`src/logic/pong_pkg.sv`:
```
// Screen geometry, game constants, type widths and the game enums
package pong_pkg;

	// Type widths
	localparam int COORD_W    = 10;
	localparam int SPEED_W    = 3;
	localparam int LIVES_W    = 2;
	localparam int BCD2_W     = 8;
	localparam int RANK_IDX_W = 4;

	typedef logic [COORD_W-1:0]    coord_t;
	typedef logic [SPEED_W-1:0]    speed_t;
	typedef logic [LIVES_W-1:0]    lives_t;
	typedef logic [BCD2_W-1:0]     bcd2_t;     // Tens digit in [7:4]
	typedef logic [RANK_IDX_W-1:0] rank_idx_t;

	typedef enum logic [1:0] {HOLD, RIGHT, LEFT} paddle_cmd_e;
	typedef enum logic [1:0] {NONE, HIT, MISS} ball_event_e;
	typedef enum logic [1:0] {PLAY, RANKING, OVER} game_state_e;

	// Visible area
	localparam coord_t H_ACTIVE = 10'd640;
	localparam coord_t V_ACTIVE = 10'd480;

	// Ball and paddle
	localparam coord_t OBJECT_SIZE   = 10'd10;
	localparam coord_t BAR_WIDTH     = 10'd60;
	localparam coord_t BAR_HEIGHT    = 10'd5;
	localparam coord_t BAR_SPEED     = 10'd5;
	localparam coord_t BOTTOM_MARGIN = 10'd50;
	localparam coord_t BAR_Y         = V_ACTIVE - BAR_HEIGHT - BOTTOM_MARGIN; // Row 425
	localparam coord_t BAR_START_X   = 10'd200;
	localparam coord_t SERVE_X       = 10'd200;
	localparam coord_t SERVE_Y       = 10'd50;

	// Game rules
	localparam lives_t START_LIVES = 2'd3;
	localparam int     RANK_DEPTH  = 10;

endpackage

```
`src/logic/ball_physics.sv`:
```
// Ball position and direction, wall and paddle bounces, per-frame hit or miss event
module ball_physics (
	input  logic                  Clock_25,
	input  logic                  system_resetn,
	input  logic                  frame_start,
	input  logic                  restart,
	input  logic                  game_over,
	input  pong_pkg::speed_t      speed,
	input  logic                  serve_x_dir,
	input  logic                  serve_y_dir,
	input  pong_pkg::coord_t      bar_x,
	output pong_pkg::coord_t      ball_x,
	output pong_pkg::coord_t      ball_y,
	output pong_pkg::ball_event_e ball_event
);

pong_pkg::coord_t step;
logic moving_right;
logic moving_down;
logic right_ok;
logic left_ok;
logic up_ok;
logic down_ok;
logic on_paddle;
logic active_frame;

assign step = pong_pkg::coord_t'(speed);
assign active_frame = frame_start & ~game_over;

// Room for one more step in each direction
assign right_ok = ball_x < pong_pkg::H_ACTIVE - pong_pkg::OBJECT_SIZE - step;
assign left_ok  = ball_x >= step;
assign up_ok    = ball_y >= step;
assign down_ok  = ball_y <= pong_pkg::BAR_Y - pong_pkg::OBJECT_SIZE - step;

// Both ball edges inside the paddle span
assign on_paddle = (ball_x >= bar_x)
	&& (ball_x + pong_pkg::OBJECT_SIZE <= bar_x + pong_pkg::BAR_WIDTH);

// Outcome only exists on the frame edge while descending onto the paddle row
always_comb begin
	ball_event = pong_pkg::NONE;
	if (active_frame && moving_down && !down_ok) begin
		if (on_paddle)
			ball_event = pong_pkg::HIT;
		else
			ball_event = pong_pkg::MISS;
	end
end

always_ff @ (posedge Clock_25 or negedge system_resetn) begin
	if (system_resetn == 1'b0) begin
		ball_x <= pong_pkg::SERVE_X;
		ball_y <= pong_pkg::SERVE_Y;
		moving_right <= 1'b1;
		moving_down <= 1'b1;
	end else if (restart && game_over) begin
		// New game serve is always right and down
		ball_x <= pong_pkg::SERVE_X;
		ball_y <= pong_pkg::SERVE_Y;
		moving_right <= 1'b1;
		moving_down <= 1'b1;
	end else if (ball_event == pong_pkg::MISS) begin
		// Serve again, last miss included
		ball_x <= pong_pkg::SERVE_X;
		ball_y <= pong_pkg::SERVE_Y;
		moving_right <= serve_x_dir;
		moving_down <= serve_y_dir;
	end else if (active_frame) begin
		if (moving_right) begin
			if (right_ok)
				ball_x <= ball_x + step;
			else
				moving_right <= 1'b0; // Right wall
		end else begin
			if (left_ok)
				ball_x <= ball_x - step;
			else
				moving_right <= 1'b1; // Left wall
		end

		if (moving_down) begin
			if (down_ok)
				ball_y <= ball_y + step;
			else
				moving_down <= 1'b0; // Only reached on a paddle hit
		end else begin
			if (up_ok)
				ball_y <= ball_y - step;
			else
				moving_down <= 1'b1; // Top wall
		end
	end
end

endmodule

```
`src/logic/frame_sync.sv`:
```
// Vsync falling edge detect, restart switch toggle detect, paddle command encoder
module frame_sync (
	input  logic                  Clock_25,
	input  logic                  system_resetn,
	input  logic                  vsync,
	input  logic                  restart_sw,
	input  logic                  btn_right,
	input  logic                  btn_left,
	output logic                  frame_start,
	output logic                  restart,
	output pong_pkg::paddle_cmd_e paddle_cmd
);

logic vsync_buf;
logic restart_sw_buf;

always_ff @ (posedge Clock_25 or negedge system_resetn) begin
	if (system_resetn == 1'b0) begin
		vsync_buf <= 1'b0;
		restart_sw_buf <= 1'b0;
	end else begin
		vsync_buf <= vsync;
		restart_sw_buf <= restart_sw;
	end
end

// Start of vertical blanking
assign frame_start = vsync_buf & ~vsync;

// Either direction of the switch counts
assign restart = restart_sw ^ restart_sw_buf;

// Right button wins when both are held
always_comb begin
	paddle_cmd = pong_pkg::HOLD;
	if (btn_right) begin
		paddle_cmd = pong_pkg::RIGHT;
	end else if (btn_left) begin
		paddle_cmd = pong_pkg::LEFT;
	end
end

endmodule

```
`src/logic/paddle_tracker.sv`:
```
// Paddle column register, stepped once per frame within the screen limits
module paddle_tracker (
	input  logic                  Clock_25,
	input  logic                  system_resetn,
	input  logic                  frame_start,
	input  pong_pkg::paddle_cmd_e paddle_cmd,
	output pong_pkg::coord_t      bar_x
);

// Paddle keeps following the buttons during game over
always_ff @ (posedge Clock_25 or negedge system_resetn) begin
	if (system_resetn == 1'b0) begin
		bar_x <= pong_pkg::BAR_START_X;
	end else if (frame_start) begin
		case (paddle_cmd)
			pong_pkg::RIGHT: begin
				// Step only while the paddle stays within column 575
				if (bar_x < pong_pkg::H_ACTIVE - pong_pkg::BAR_WIDTH - pong_pkg::BAR_SPEED)
					bar_x <= bar_x + pong_pkg::BAR_SPEED;
			end
			pong_pkg::LEFT: begin
				if (bar_x > pong_pkg::BAR_SPEED)
					bar_x <= bar_x - pong_pkg::BAR_SPEED;
			end
			default: begin
				bar_x <= bar_x; // Hold
			end
		endcase
	end
end

endmodule

```
`src/logic/pong_core.sv`:
```
// Top level of the game engine, frame conditioning, motion and scoring blocks
module pong_core (
	input  logic                Clock_25,
	input  logic                system_resetn,
	input  logic                vsync,
	input  logic                btn_right,
	input  logic                btn_left,
	input  pong_pkg::speed_t    speed,
	input  logic                serve_x_dir,
	input  logic                serve_y_dir,
	input  logic                restart_sw,
	input  pong_pkg::rank_idx_t rank_index,
	output pong_pkg::coord_t    ball_x,
	output pong_pkg::coord_t    ball_y,
	output pong_pkg::coord_t    bar_x,
	output pong_pkg::bcd2_t     score,
	output pong_pkg::lives_t    lives,
	output logic                game_over,
	output pong_pkg::bcd2_t     rank_score,
	output pong_pkg::bcd2_t     rank_game
);

logic frame_start;
logic restart;
logic rank_insert;
pong_pkg::paddle_cmd_e paddle_cmd;
pong_pkg::ball_event_e ball_event;
pong_pkg::bcd2_t game_number;

frame_sync u_frame_sync (
	.Clock_25      (Clock_25),
	.system_resetn (system_resetn),
	.vsync         (vsync),
	.restart_sw    (restart_sw),
	.btn_right     (btn_right),
	.btn_left      (btn_left),
	.frame_start   (frame_start),
	.restart       (restart),
	.paddle_cmd    (paddle_cmd)
);

paddle_tracker u_paddle_tracker (
	.Clock_25      (Clock_25),
	.system_resetn (system_resetn),
	.frame_start   (frame_start),
	.paddle_cmd    (paddle_cmd),
	.bar_x         (bar_x)
);

ball_physics u_ball_physics (
	.Clock_25      (Clock_25),
	.system_resetn (system_resetn),
	.frame_start   (frame_start),
	.restart       (restart),
	.game_over     (game_over),
	.speed         (speed),
	.serve_x_dir   (serve_x_dir),
	.serve_y_dir   (serve_y_dir),
	.bar_x         (bar_x),
	.ball_x        (ball_x),
	.ball_y        (ball_y),
	.ball_event    (ball_event)
);

scoreboard u_scoreboard (
	.Clock_25      (Clock_25),
	.system_resetn (system_resetn),
	.restart       (restart),
	.ball_event    (ball_event),
	.score         (score),
	.lives         (lives),
	.game_over     (game_over),
	.rank_insert   (rank_insert),
	.game_number   (game_number)
);

rank_table u_rank_table (
	.Clock_25      (Clock_25),
	.system_resetn (system_resetn),
	.rank_insert   (rank_insert),
	.score         (score),
	.game_number   (game_number),
	.rank_index    (rank_index),
	.rank_score    (rank_score),
	.rank_game     (rank_game)
);

endmodule

```
`src/logic/rank_table.sv`:
```
// Descending high-score table with ordered insertion and indexed readout
module rank_table (
	input  logic                Clock_25,
	input  logic                system_resetn,
	input  logic                rank_insert,
	input  pong_pkg::bcd2_t     score,
	input  pong_pkg::bcd2_t     game_number,
	input  pong_pkg::rank_idx_t rank_index,
	output pong_pkg::bcd2_t     rank_score,
	output pong_pkg::bcd2_t     rank_game
);

pong_pkg::bcd2_t score_q [pong_pkg::RANK_DEPTH];
pong_pkg::bcd2_t game_q  [pong_pkg::RANK_DEPTH];
logic [pong_pkg::RANK_DEPTH-1:0] take_slot;

// BCD orders like binary, so a plain compare works
// Table stays sorted, so take_slot is a thermometer from the insert point down
always_comb begin
	for (int i = 0; i < pong_pkg::RANK_DEPTH; i++) begin
		take_slot[i] = (score_q[i] <= score);
	end
end

always_ff @ (posedge Clock_25 or negedge system_resetn) begin
	if (system_resetn == 1'b0) begin
		for (int i = 0; i < pong_pkg::RANK_DEPTH; i++) begin
			score_q[i] <= 8'h00;
			game_q[i] <= 8'h00;
		end
	end else if (rank_insert) begin
		if (take_slot[0]) begin
			score_q[0] <= score;
			game_q[0] <= game_number;
		end
		for (int i = 1; i < pong_pkg::RANK_DEPTH; i++) begin
			if (take_slot[i] && !take_slot[i-1]) begin
				// Insert point, newer entry ahead of equal scores
				score_q[i] <= score;
				game_q[i] <= game_number;
			end else if (take_slot[i]) begin
				score_q[i] <= score_q[i-1]; // Shift down, last entry drops off
				game_q[i] <= game_q[i-1];
			end
		end
	end
end

// Out-of-range index reads as zero
always_comb begin
	rank_score = 8'h00;
	rank_game = 8'h00;
	if (rank_index < pong_pkg::RANK_DEPTH) begin
		rank_score = score_q[rank_index];
		rank_game = game_q[rank_index];
	end
end

endmodule

```
`src/logic/scoreboard.sv`:
```
// Game FSM with BCD score, lives, rank insert strobe and BCD game counter
module scoreboard (
	input  logic                  Clock_25,
	input  logic                  system_resetn,
	input  logic                  restart,
	input  pong_pkg::ball_event_e ball_event,
	output pong_pkg::bcd2_t       score,
	output pong_pkg::lives_t      lives,
	output logic                  game_over,
	output logic                  rank_insert,
	output pong_pkg::bcd2_t       game_number
);

pong_pkg::game_state_e state;

// Two-digit BCD increment, 99 wraps to 00
function automatic pong_pkg::bcd2_t bcd2_inc(input pong_pkg::bcd2_t value);
	pong_pkg::bcd2_t result;
	result = value;
	if (value[3:0] == 4'd9) begin
		result[3:0] = 4'd0;
		if (value[7:4] == 4'd9)
			result[7:4] = 4'd0;
		else
			result[7:4] = value[7:4] + 4'd1;
	end else begin
		result[3:0] = value[3:0] + 4'd1;
	end
	return result;
endfunction

always_ff @ (posedge Clock_25 or negedge system_resetn) begin
	if (system_resetn == 1'b0) begin
		state <= pong_pkg::PLAY;
		score <= 8'h00;
		lives <= pong_pkg::START_LIVES;
		game_number <= 8'h00;
	end else begin
		case (state)
			pong_pkg::PLAY: begin
				if (ball_event == pong_pkg::HIT) begin
					score <= bcd2_inc(score);
				end else if (ball_event == pong_pkg::MISS) begin
					lives <= lives - 2'd1;
					if (lives == 2'd1) begin
						// Last life gone, game is finished
						state <= pong_pkg::RANKING;
						game_number <= bcd2_inc(game_number);
					end
				end
			end
			pong_pkg::RANKING: state <= pong_pkg::OVER; // One cycle for the table write
			pong_pkg::OVER: begin
				if (restart) begin
					state <= pong_pkg::PLAY;
					score <= 8'h00;
					lives <= pong_pkg::START_LIVES;
				end
			end
			default: state <= pong_pkg::PLAY;
		endcase
	end
end

assign game_over = (state != pong_pkg::PLAY);
assign rank_insert = (state == pong_pkg::RANKING);

endmodule

```
`config.mk`:
```
export PLATFORM = sky130hd
export DESIGN_NAME = pong_core
export DESIGN_NICKNAME = d
export VERILOG_FILES = /design/src/logic/pong_pkg.sv /design/src/logic/ball_physics.sv /design/src/logic/frame_sync.sv /design/src/logic/paddle_tracker.sv /design/src/logic/pong_core.sv /design/src/logic/rank_table.sv /design/src/logic/scoreboard.sv
export SDC_FILE = /design/constraint.sdc
export NUM_CORES = 1
export LEC_CHECK = 0
export ABC_AREA = 0
export BUFFER_PORTS_ARGS = -buffer_cell sky130_fd_sc_hd__buf_4
export CAP_MARGIN = 20
export CORE_MARGIN = 2
export CORE_UTILIZATION = 45
export DETAILED_ROUTE_END_ITERATION = 7
export HOLD_SLACK_MARGIN = 0.03
export PLACE_DENSITY = 0.69
export SLEW_MARGIN = 20
export SYNTH_ARGS = -nofsm -noshare
export SYNTH_HDL_FRONTEND = slang
export SYNTH_SLANG_ARGS = --single-unit
```
`constraint.sdc`:
```
create_clock -name Clock_25 -period 3.8 [get_ports Clock_25]
set_input_delay 0 -clock Clock_25 [delete_from_list [all_inputs] [get_ports Clock_25]]
set_output_delay 0 -clock Clock_25 [all_outputs]
set_load 0.005 [all_outputs]
```
Word level (Yosys, flattened, before mapping)
Cells that the tools add are included.
- add/sub/neg operators: 15
- multipliers: 0
- divide/modulo/power cells: 0
- order comparisons: 20
- eq/ne operators: 21
- shift operators: 0
- muxes and demuxes: 92
- bitwise logic cells: 7
- reduce and logical (&&, ||, !) cells: 58
- operators with widths (kind ; number):
    8-bit 2-to-1 mux ; 44
    10-bit 2-to-1 mux ; 14
    8-bit less-or-equal comparator ; 10
    8-bit binary-select mux with 4-bit select ; 2
    2-bit nonzero test ; 12
    2-bit 2-to-1 mux ; 11
    10-bit by 3-bit adder with 10-bit output ; 2
    10-bit by 3-bit greater-or-equal comparator with 1-bit output ; 2
    10-bit less-or-equal comparator ; 2
    4-bit 2-to-1 mux ; 5
    10-bit case mux with 2 select lines ; 1
    2-bit AND reduction ; 10
    4-bit AND reduction ; 5
    10-bit by 3-bit subtractor with 10-bit output ; 2
    4-bit by 1-bit adder with 4-bit output (second input constant) ; 4
    4-bit equality test (second input constant) ; 4
    8-bit case mux with 2 select lines ; 1
    1-bit logical AND ; 13
    1-bit 2-to-1 mux ; 12
    10-bit by 3-bit adder with 10-bit output (second input constant) ; 1
    10-bit by 4-bit adder with 10-bit output (second input constant) ; 1
    10-bit by 6-bit adder with 10-bit output (second input constant) ; 1
    10-bit greater-or-equal comparator ; 1
    10-bit by 3-bit greater-than comparator with 1-bit output (second input constant) ; 1
    25 further kinds ; 52
- register bits: 214
- bits in latches: 0
- RAM bits: 0
- memory bits (read-only): 0
- input port bits: 15
- output and inout port bits: 57
- word-level logic and storage cells: 246
- memories kept: 0

Logic depth before layout (Yosys ltp)
Gate-level depths: netlist (run 1).
- depth after elaboration: 10
- depth in mapped cells: 13
- depth with buffers taken out: 11

Hierarchy
Synthesis (run 1) repeated with hierarchy kept, for this count alone.
- cells, all modules: 1680
- area, all modules: 17752.0 um^2
- by module, submodules not included (module ; instances ; cells each ; area each (um^2)):
    rank_table ; 1 ; 1155 ; 13220.2
    ball_physics ; 1 ; 324 ; 2622.5
    scoreboard ; 1 ; 117 ; 1104.8
    paddle_tracker ; 1 ; 78 ; 725.7
    frame_sync ; 1 ; 6 ; 78.8

Worst setup path after synthesis (run 1)
OpenSTA, ideal clock, no wires.
- path kind: reg-to-reg
- start: reg u_paddle_tracker.bar_x[3]
- end: reg u_scoreboard.game_number[1]
- arrival: 3.106 ns
- path slack: 0.574 ns
- cell stages (with the launch flop): 14
- buffers on the path: 2
- path through: dfstp_2 -> clkbuf_1 -> inv_1 -> ha_1 -> a21oi_1 -> xnor2_1 -> ha_1 -> nand2_1 -> o21ai_0 -> a41oi_1 -> o32ai_2 -> clkbuf_1 -> a31oi_1 -> a41o_1
- longest elaborated chain between the ends: 8
- elaborated cells between the ends (all ways): 10
- classes of those cells: 1 x add/sub; 2 x order compare; 2 x eq/ne; 2 x mux; 1 x bitwise; 2 x reduce/logical
- ends and longest elaborated chain (item ; line ; RTL):
    start, declared ; paddle_tracker.sv:7 ; output pong_pkg::coord_t bar_x
    start signal, assigned ; paddle_tracker.sv:13 ; bar_x <= pong_pkg::BAR_START_X;
    start signal, assigned ; paddle_tracker.sv:19 ; bar_x <= bar_x + pong_pkg::BAR_SPEED;
    start signal, assigned ; paddle_tracker.sv:23 ; bar_x <= bar_x - pong_pkg::BAR_SPEED;
    10-bit by 6-bit adder with 10-bit output ; ball_physics.sv:38 ; && (ball_x + pong_pkg::OBJECT_SIZE <= bar_x + pong_pkg::BAR_WIDTH);
    10-bit less-or-equal comparator ; ball_physics.sv:38 ;
    1-bit logical AND * ; ball_physics.sv:38 ;
    2-bit 2-to-1 mux * ; ball_physics.sv:44 ; if (on_paddle)
    2-bit 2-to-1 mux * ; ball_physics.sv:43 ; if (active_frame && moving_down && !down_ok) begin
    2-bit by 1-bit equality test with 1-bit output ; scoreboard.sv:41 ; if (ball_event == pong_pkg::HIT) begin
    1-bit inverter (no line) ; -- ;
    4-bit AND reduction (no line) * ; -- ;
    end signal, assigned ; scoreboard.sv:48 ; game_number <= bcd2_inc(game_number);
    end, declared ; scoreboard.sv:11 ; output pong_pkg::bcd2_t game_number
Every way passes the cells marked *; elsewhere a longest branch is shown, timed or not.
A chain may end at the register's enable or synchronous reset.

Final worst setup path (run 1)
- start: reg u_paddle_tracker.bar_x[2]
- end: reg u_scoreboard.score[5]
- longest elaborated chain between the ends: 8
- elaborated cells between the ends (all ways): 9
- classes of those cells: 1 x add/sub; 2 x order compare; 2 x eq/ne; 2 x mux; 2 x reduce/logical
- ends and longest elaborated chain (item ; line ; RTL):
    10-bit by 6-bit adder with 10-bit output ; ball_physics.sv:38 ;
    10-bit less-or-equal comparator ; ball_physics.sv:38 ;
    1-bit logical AND * ; ball_physics.sv:38 ;
    2-bit 2-to-1 mux * ; ball_physics.sv:44 ;
    2-bit 2-to-1 mux * ; ball_physics.sv:43 ;
    2-bit by 1-bit equality test with 1-bit output * ; scoreboard.sv:41 ;
    2-bit by 1-bit inequality test with 1-bit output (no line) * ; -- ;
    4-bit AND reduction (no line) * ; -- ;
    end signal, assigned ; scoreboard.sv:42 ; score <= bcd2_inc(score);
    end, declared ; scoreboard.sv:7 ; output pong_pkg::bcd2_t score,
Marked as above.

==> metrics.cfg, run 1 <==
[synth]
avgSynthCellArea_um2 = 11.13
syn_nets = 1530
synth_cell_types = 76
yosysWarnings = 0
async_reset_ff_frac = 1.000
synth_ff_type = dfrtp_1
synth_area_um2 = 15360
synth_edf_count = 0
synth_seq_cells = 214
synth_cells = 1380
yosysSeqAreaShare = 0.3496

[power]
power.density_nw_per_um2 = 534.1
p_leak_nw = 8.263
ir_drop_mv = 0.3289
power_mw = 9.329

[route]
via_per_inst = 6.019
wl_per_cell_um = 21.53
drtIter0Drc = 662
drt_wl_total_mm = 41.29
dr_total_vias = 11550
firstDrtPassIters = 5
drcViolationCount = 0
ant_nets = 0

[worst_setup_path]
criticalPathCategory = reg -> reg
cp_data_required_time_ns = 4.22
r2r_cells = 11
crit_path_start_kind = flip-flop
path_max_fanout = 15
crit_arrival_ns = 3.78
crit_path_max_incr_delay_ns = 0.50
crit_chain = nor3_1 -> a21oi_1 -> xnor2_1 -> ha_1 -> a21oi_1 -> o21ai_0 -> nor4_1 -> o32ai_2 -> buf_4 -> o32ai_1 -> a2bb2o_1
r2r_start = u_paddle_tracker.bar_x[2]
rrSetupSlack_ns = 0.43
crit_path_frequent_cell = a21oi_1
cp-end-kind = flip-flop
cp_slowest_cell = dfrtp_1
r2r-end = u_scoreboard.score[5]

[timing]
timing.slew.headroom = 0.3867
setup_viol = 0
hold_viol = 0
fin_skew_ns = 0.01218
period_minus_slack_ns = 3.367
fin_hold_ws_ns = 0.07982
drv_slew = 0
worstMarginPinSlew_ns = 0.9166
fmax_mhz = 297.0
tns_ns = 0
finalCritPeriodShare = 0.8861
grt_setup_unrepaired = false

[layout]
final_common_cell = mux2_2
drive_above_1_share = 0.3503
final_util = 0.5196
antennaDiodeCount = 0
n_fill_cell = 2920
syn_to_final_growth_pct = 13.69
final_nets = 1601
final_cell_mix = 280 x mux2_2, 201 x dfrtp_1, 131 x ha_1

[min_path]
hp-class = in -> reg
hold_start = btn_left
hold-path-cell-count = 4
holdPathEnd = u_paddle_tracker.bar_x[1]

[floorplanning]
coreArea_um2 = 33620
die-area_um2 = 35640
start_util = 0.4570
rows = 67
fp.dieW_um = 188.8
die_h_um = 188.8
num_io_pins = 72

[run]
cap_viol_max_count = 0

[clock_tree]
root_buffer = clkbuf_16
cts_made_buffers = 26
ctsResizeCount = 0
worstSkewPairLatency_ns = 0.54
cts_buffer_depth = 3
clk_pin_slew_ns = 0.06
cts.sinks = 214
cts_tree = done
cts-htree-levels = 1

[global_routing]
grt_busiest_layer = met2
grt_pass1_wl_mm = 65.87
first_global_vias = 11670
grtUsageMet3 = 0.03129
grt_overflow = 0
met1_usage = 0.3124
grt_use_total = 0.2323
use_met2 = 0.3874
antenna_found_initial = 0
grt_max_degree = 105

[placement]
gp_congestion = 0.8648
port_buffers = 71
dp_hpwl_mm = 28.26

[run_status]
status = finished, final reports clean

-- Yosys cell counts, drive strengths merged (4+ instances only) --
| cell | count | area share |
|---|---|---|
| dfstp | 13 | 0.022 |
| a221oi | 22 | 0.013 |
| or4 | 4 | 0.0020 |
| nand2b | 8 | 0.0033 |
| a21oi | 61 | 0.021 |
| o21a | 11 | 0.0054 |
| and3 | 8 | 0.0033 |
| nand2 | 58 | 0.014 |
| nor3 | 13 | 0.0046 |
| o32ai | 4 | 0.0028 |
| o21ai | 46 | 0.015 |
| fa | 4 | 0.0052 |
| a31oi | 5 | 0.0020 |
| mux2 | 280 | 0.21 |
| mux2i | 56 | 0.036 |
| o2111ai | 4 | 0.0023 |
| nor2b | 28 | 0.012 |
| dfrtp | 201 | 0.33 |
| nor4 | 6 | 0.0024 |
| a31o | 4 | 0.0023 |
| o211ai | 8 | 0.0039 |
| or3 | 4 | 0.0020 |
| a21o | 11 | 0.0054 |
| ha | 131 | 0.11 |
| buf | 32 | 0.011 |
| inv | 59 | 0.014 |
| nand4 | 34 | 0.014 |
| xnor2 | 32 | 0.018 |
| clkbuf | 58 | 0.014 |
| xor2 | 8 | 0.0046 |
| a211oi | 10 | 0.0049 |
| nand3 | 23 | 0.0078 |
| nor2 | 53 | 0.013 |
| mux4 | 32 | 0.047 |
-- stage by stage --
step           cell area [um^2]  setup slack (ns)  cells
6_report                  17470            0.4329   1918
4_1_cts                   17470            0.4654   1918
2_1_floorplan             15360            0.5740   1380
3_3_place_gp              16520            0.5728   1863
3_5_place_dp              16520            0.4822   1863
5_1_grt                   17470            0.1205   1918
-- power breakdown --
group	switching, mW	internal [mW]	total, mW
registers	0.414	2.56	2.97
clock network	1.01	1.53	2.54
logic	2.15	1.67	3.82
total	3.58	5.75	9.33
-- how the worst max path moves through the flow --
stage,startpoint,to,slack (ns),cells after the start
2_1_floorplan,u_paddle_tracker.bar_x[3],u_scoreboard.game_number[1],0.57,13
3_3_place_gp,u_paddle_tracker.bar_x[2],u_scoreboard.score[5],0.57,11
3_5_place_dp,u_paddle_tracker.bar_x[2],u_scoreboard.score[5],0.48,11
4_1_cts,u_paddle_tracker.bar_x[2],u_scoreboard.score[5],0.47,11
5_1_grt,u_paddle_tracker.bar_x[2],u_scoreboard.score[5],0.12,11
6_report,u_paddle_tracker.bar_x[2],u_scoreboard.score[5],0.43,11
-- logic make-up after synthesis --
kind of cell / Yosys count / synth area share
AO/OA/AOI/OAI: 219 / 0.1011
XOR/XNOR: 40 / 0.02280
adder cells (fa/ha/maj): 135 / 0.1119
buffers and inverters: 149 / 0.03958
flip-flops: 214 / 0.3496
multiplexers: 368 / 0.2886
AND/OR/NAND/NOR: 255 / 0.08641
-- cell type report --
type / instances / area (um^2) / area share
clock buffer: 37 / 763.2 / 0.04370
tap: 448 / 560.5 / 0.03209
sequential: 214 / 5371 / 0.3075
timing repair buffer: 133 / 1051 / 0.06017
multi-input combinational: 1017 / 9394 / 0.5378
clock inverter: 10 / 105.1 / 0.006017
inverter: 59 / 221.5 / 0.01268
-- state kept, by name, summed over array words and instances (netlist names) --
name	flops
u_ball_physics.ball_x	10
u_scoreboard.score	8
u_scoreboard.game_number	8
u_ball_physics.moving_right	1
u_scoreboard.lives	2
u_paddle_tracker.bar_x	10
u_frame_sync.restart_sw_buf	1
u_frame_sync.vsync_buf	1
u_ball_physics.ball_y	10
u_rank_table.game_q	80
u_rank_table.score_q	80
u_ball_physics.moving_down	1
u_scoreboard.state	2
-- critical path: cells and delay by family (launching register included) --
kind	cells	cell delay, ns
flip-flops	1	0.50
XOR/XNOR	1	0.15
adder cells (fa/ha/maj)	1	0.32
AO/OA/AOI/OAI	6	1.21
AND/OR/NAND/NOR	2	0.85
buffers and inverters	1	0.21
-- repair_timing --
item,4_1_cts,5_1_grt
endpoints found under the hold margin,111,0
setup buffers,0,0
hold buffers,8,0
-- metal layers --
layer,routed length (um),share of wire,vias up
met5,0,0,-
met4,1327,0.032,0
met3,2013,0.049,87
met2,19630,0.48,351
met1,18320,0.44,5839
li1,-,-,5268
Power figures use the tool's default switching activity.
==> run 2: changes to the inputs <==
Settings changed: CORE_UTILIZATION 45 to 56, PLACE_DENSITY 0.69 to 0.82.
==> run 2 against run 1 <==
- register-to-register slack about the same
- first-iteration DRC count increased by 57%
- clock power increased by 2%
- critical path type unchanged
==> metrics.cfg, run 2 (synthesis results as in run 1) <==
[run_status]
status = finished, final reports clean

[placement]
gp_congestion = 0.8880
port_buffers = 71
dp_cells = 1751
dp_hpwl_mm = 27.20

[global_routing]
grt_max_degree = 95
grt_pass1_wl_mm = 64.74
first_global_vias = 12240
grt_use_total = 0.2807
antenna_found_initial = 0
grt_overflow = 0

[route]
via_per_inst = 6.444
wl_per_cell_um = 21.82
drcViolationCount = 0
dr_total_vias = 11630
firstDrtPassIters = 6
ant_nets = 0
drtIter0Drc = 1038
drt_wl_total_mm = 39.39

[timing]
hold_viol = 0
setup_viol = 0
worstMarginPinSlew_ns = 0.9110
fin_skew_ns = 0.03105
fmax_mhz = 295.7
tns_ns = 0
timing.slew.headroom = 0.3926
grt_setup_unrepaired = false
period_minus_slack_ns = 3.382
finalCritPeriodShare = 0.8899
drv_slew = 0

[floorplanning]
die_h_um = 169.6
coreArea_um2 = 26950
start_util = 0.5701
fp.dieW_um = 169.6
rows = 60
die-area_um2 = 28780
num_io_pins = 72

[clock_tree]
root_buffer = clkbuf_16
cts-htree-levels = 1
clk_pin_slew_ns = 0.06
cts_tree = done
worstSkewPairLatency_ns = 0.54
cts_buffer_depth = 3
cts.sinks = 214
cts_setup_buffers = 0
cts_made_buffers = 25

[layout]
final_cell_mix = 280 x mux2_2, 201 x dfrtp_1, 131 x ha_1
antennaDiodeCount = 0
final_nets = 1595
syn_to_final_growth_pct = 12.75
drive_above_1_share = 0.3484
n_fill_cell = 2005
final_common_cell = mux2_2
reg.largest.list = u_rank_table.game_q x80, u_rank_table.score_q x80
instances_no_fill = 1805

[power]
p_int_mw = 5.777
swShare = 0.3785
p_leak_nw = 8.250
seqPwrFrac = 0.325
combPwrFrac = 0.396
power_switching_mw = 3.519
clkPwrFrac = 0.279
ir_drop_mv = 0.5287
power.density_nw_per_um2 = 536.7

[worst_setup_path]
path_max_fanout = 19
cp-end-kind = flip-flop
r2r_cells = 11
rrSetupSlack_ns = 0.42
cp_data_required_time_ns = 4.20
crit_arrival_ns = 3.78
r2r_start = u_ball_physics.ball_x[4]
r2r-end = u_scoreboard.score[5]
criticalPathCategory = reg -> reg
crit_path_start_kind = flip-flop

[run]
cap_viol_max_count = 0

[min_path]
hp-class = in -> async

run 2: power groups by stage:
stage | logic [mW] | registers, mW | clock network [mW]
after floorplan | 2.54 | 2.87 | 0
after global placement | 3.51 | 3.03 | 0
after detailed placement | 3.62 | 3.05 | 0
after CTS | 3.66 | 3.02 | 2.63
after global routing | 4.10 | 3.07 | 2.71
final | 3.68 | 3.02 | 2.59
run 2: cell type report:
cell class	count	area (um^2)	area share
Clock buffer	30	674.4	0.03893
Clock inverter	16	214.0	0.01235
Inverter	59	221.5	0.01279
Multi-Input combinational cell	1017	9388	0.5420
Sequential cell	214	5371	0.3101
Tap cell	341	426.7	0.02463
Timing Repair Buffer	128	1026	0.05923
run 2: timing repair:
| item | 4_1_cts | 5_1_grt |
|---|---|---|
| resized for setup | 0 | 1 |
| endpoints found under the hold margin | 100 | 0 |
| hold buffers | 8 | 0 |
| setup endpoints to repair | 0 | 1 |
run 2: critical path: stages (launching register included):
cell and delay [ns]:
dfrtp_1 0.63, nand4_1 0.28, nor2_1 0.19, xor2_1 0.21, ha_1 0.29, a21oi_1 0.14, o21ai_0 0.13, nor4_1 0.42
o32ai_2 0.13, buf_4 0.22, o32ai_1 0.34, a2bb2o_1 0.31
run 2: worst max path at each step:
stage | startpoint | end | cells after the start
floorplan | u_paddle_tracker.bar_x[3] | u_scoreboard.game_number[1] | 13
global placement | u_ball_physics.ball_x[3] | u_ball_physics.ball_x[1] | 11
detailed placement | u_ball_physics.ball_x[4] | u_ball_physics.ball_x[1] | 11
CTS | u_ball_physics.ball_x[4] | u_ball_physics.ball_x[1] | 11
global route | u_paddle_tracker.bar_x[3] | u_scoreboard.score[5] | 12
finish | u_ball_physics.ball_x[4] | u_scoreboard.score[5] | 11
run 2: stage by stage:
stage | cell area, um^2 | power [mW] | hold slack, ns | util | setup slack (ns)
after global routing | 17320 | 9.888 | 0.1439 | 0.6427 | 0.1552
after detailed placement | 16350 | 6.669 | 0.07538 | 0.6067 | 0.2875
after CTS | 17320 | 9.301 | 0.07923 | 0.6427 | 0.2721
final | 17320 | 9.296 | 0.07493 | 0.6427 | 0.4184
after global placement | 16350 | 6.547 | 0.07809 | 0.6067 | 0.4901
after floorplan | 15360 | 5.407 | -0.2956 | - | 0.5740
run 2: routing by layer:
metal / wire length [um] / vias up / track usage / part of all wire
met5: 0 / - / 0 / 0
met4: 1801 / 0 / 0.1356 / 0.046
met3: 2084 / 116 / 0.03008 / 0.053
met2: 18470 / 406 / 0.4563 / 0.47
met1: 17040 / 5843 / 0.3774 / 0.43
li1: - / 5267 / - / -
==> run 3: changes to the inputs <==
Settings changed: RECOVER_POWER set to 25.
==> run 3 against run 2 <==
- the flow now finishes with violations (capacitance limit, slew limit)
- cell area is 0.10% lower
- die area stayed put
- sequential cell count stayed put
==> metrics.cfg, run 3 (synthesis results as in run 1) <==
[run_status]
status = finished with violations
violations = capacitance limit, slew limit

[layout]
n_fill_cell = 2007
syn_to_final_growth_pct = 12.63
reg.largest.list = u_rank_table.game_q x80, u_rank_table.score_q x80
antennaDiodeCount = 0
drive_above_1_share = 0.3470
final_nets = 1595
final_cell_mix = 280 x mux2_2, 201 x dfrtp_1, 131 x ha_1
fin_area_um2 = 17300
final_common_cell = mux2_2

[placement]
port_buffers = 71
dp_hpwl_mm = 27.20
gp_congestion = 0.8880
place_area_um2 = 16350

[clock_tree]
cts.sinks = 214
cts_buffer_depth = 3
root_buffer = clkbuf_16
cts_tree = done
worstSkewPairLatency_ns = 0.54
clk_pin_slew_ns = 0.06
cts-htree-levels = 1
cts_made_buffers = 25
cts_setup_buffers = 0

[floorplanning]
start_util = 0.5701
die-area_um2 = 28780
fp.dieW_um = 169.6
coreArea_um2 = 26950
die_h_um = 169.6
num_io_pins = 72
rows = 60

[timing]
timing.slew.headroom = -0.6289
fin_skew_ns = 0.03124
hold_viol = 0
worstMarginPinSlew_ns = 2.443
grt_setup_unrepaired = false
finalCritPeriodShare = 0.8965
period_minus_slack_ns = 3.407
tns_ns = 0
drv_slew = 94
fmax_mhz = 293.5
setup_viol = 0

[worst_setup_path]
r2r_cells = 11
cp-end-kind = flip-flop
rrSetupSlack_ns = 0.39
cp_slowest_cell = dfrtp_1
path_max_fanout = 19
cp-startpoint = u_ball_physics.ball_x[4]
r2r-end = u_scoreboard.score[5]
crit_chain = nand4_1 -> nor2_1 -> xor2_1 -> ha_1 -> a21oi_1 -> o21ai_0 -> nor4_1 -> o32ai_2 -> buf_4 -> o32ai_1 -> a2bb2o_1
crit_path_max_incr_delay_ns = 0.64
criticalPathCategory = reg -> reg
r2r_start = u_ball_physics.ball_x[4]
cp_data_required_time_ns = 4.20
crit_arrival_ns = 3.81
crit_end = u_scoreboard.score[5]
crit_path_start_kind = flip-flop

[power]
p_leak_nw = 8.238
ir_drop_mv = 0.5248
power.density_nw_per_um2 = 537.0

[run]
cap_viol_max_count = 1

[route]
drcViolationCount = 0
wl_per_cell_um = 21.84
via_per_inst = 6.468
ant_nets = 0
drtIter0Drc = 1034
dr_total_vias = 11670
drt_wl_total_mm = 39.42
firstDrtPassIters = 5

[global_routing]
antenna_found_initial = 0
grt_overflow = 0
grt_use_total = 0.2807
grt_max_degree = 95
first_global_vias = 12240
grt_pass1_wl_mm = 64.74

[min_path]
hp-class = in -> reg

## run 3: changes by cell type in the layout (fill, tap and decap cells not counted), sizes merged
cell	delta
buf	-9
clkbuf	+9
## run 3: layout make-up
| class | count | area, um^2 | share of cell area |
|---|---|---|---|
| clock buffer | 30 | 674.4 | 0.03897 |
| clock inverter | 16 | 214.0 | 0.01236 |
| inverter | 59 | 221.5 | 0.01280 |
| multi-input combinational | 1017 | 9388 | 0.5425 |
| sequential | 214 | 5371 | 0.3104 |
| tap | 341 | 426.7 | 0.02466 |
| timing repair buffer | 128 | 1008 | 0.05828 |
## run 3: worst min path at each step
stage                       start                        end  slack, ns  depth (start not counted)
finish                   btn_left  u_paddle_tracker.bar_x[1]       0.09                          4
global route             btn_left  u_paddle_tracker.bar_x[1]       0.14                          4
CTS                      btn_left  u_paddle_tracker.bar_x[1]       0.08                          4
detailed placement  system_resetn   u_ball_physics.ball_y[9]       0.08                          1
global placement    system_resetn   u_ball_physics.ball_y[7]       0.08                          1
floorplan           system_resetn   u_ball_physics.ball_x[0]      -0.30                          0
## run 3: metrics by stage
stage                     hold WS [ns]  cells  setup slack [ns]  power [mW]    util
after global placement         0.07809   1751            0.4901       6.547  0.6067
after CTS                      0.07923   1805            0.2721       9.301  0.6427
after detailed placement       0.07538   1751            0.2875       6.669  0.6067
after global routing            0.1438   1805            0.1552       9.883  0.6421
after floorplan                -0.2956   1380            0.5740       5.407       -
final                          0.09377   1805            0.3933       9.292  0.6421
## run 3: report_power, final
group          switching (mW)  internal, mW  total (mW)
sequential              0.466          2.56        3.02
clock                   0.986          1.60        2.59
combinational            2.07          1.61        3.68
## run 3: metal layers
layer	share of wire	up-vias	global-route usage
met1	0.44	5853	0.3774
met5	0	-	0
met4	0.048	0	0.1356
li1	-	5273	-
met2	0.47	419	0.4563
met3	0.050	129	0.03008
## run 3: what timing repair did
action | 4_1_cts | 5_1_grt
endpoints found under the setup margin | 0 | 1
gates resized for setup | 0 | 1
hold buffers | 8 | 0
endpoints found under the hold margin | 100 | 0
## run 3: critical path: cells and delay by family (launching register included)
family          cells  cell delay, ns
compound gates      5            1.05
simple gates        3            0.90
flops               1            0.64
fa+ha+maj           1            0.29
buf+inv             1            0.22
xor+xnor            1            0.21
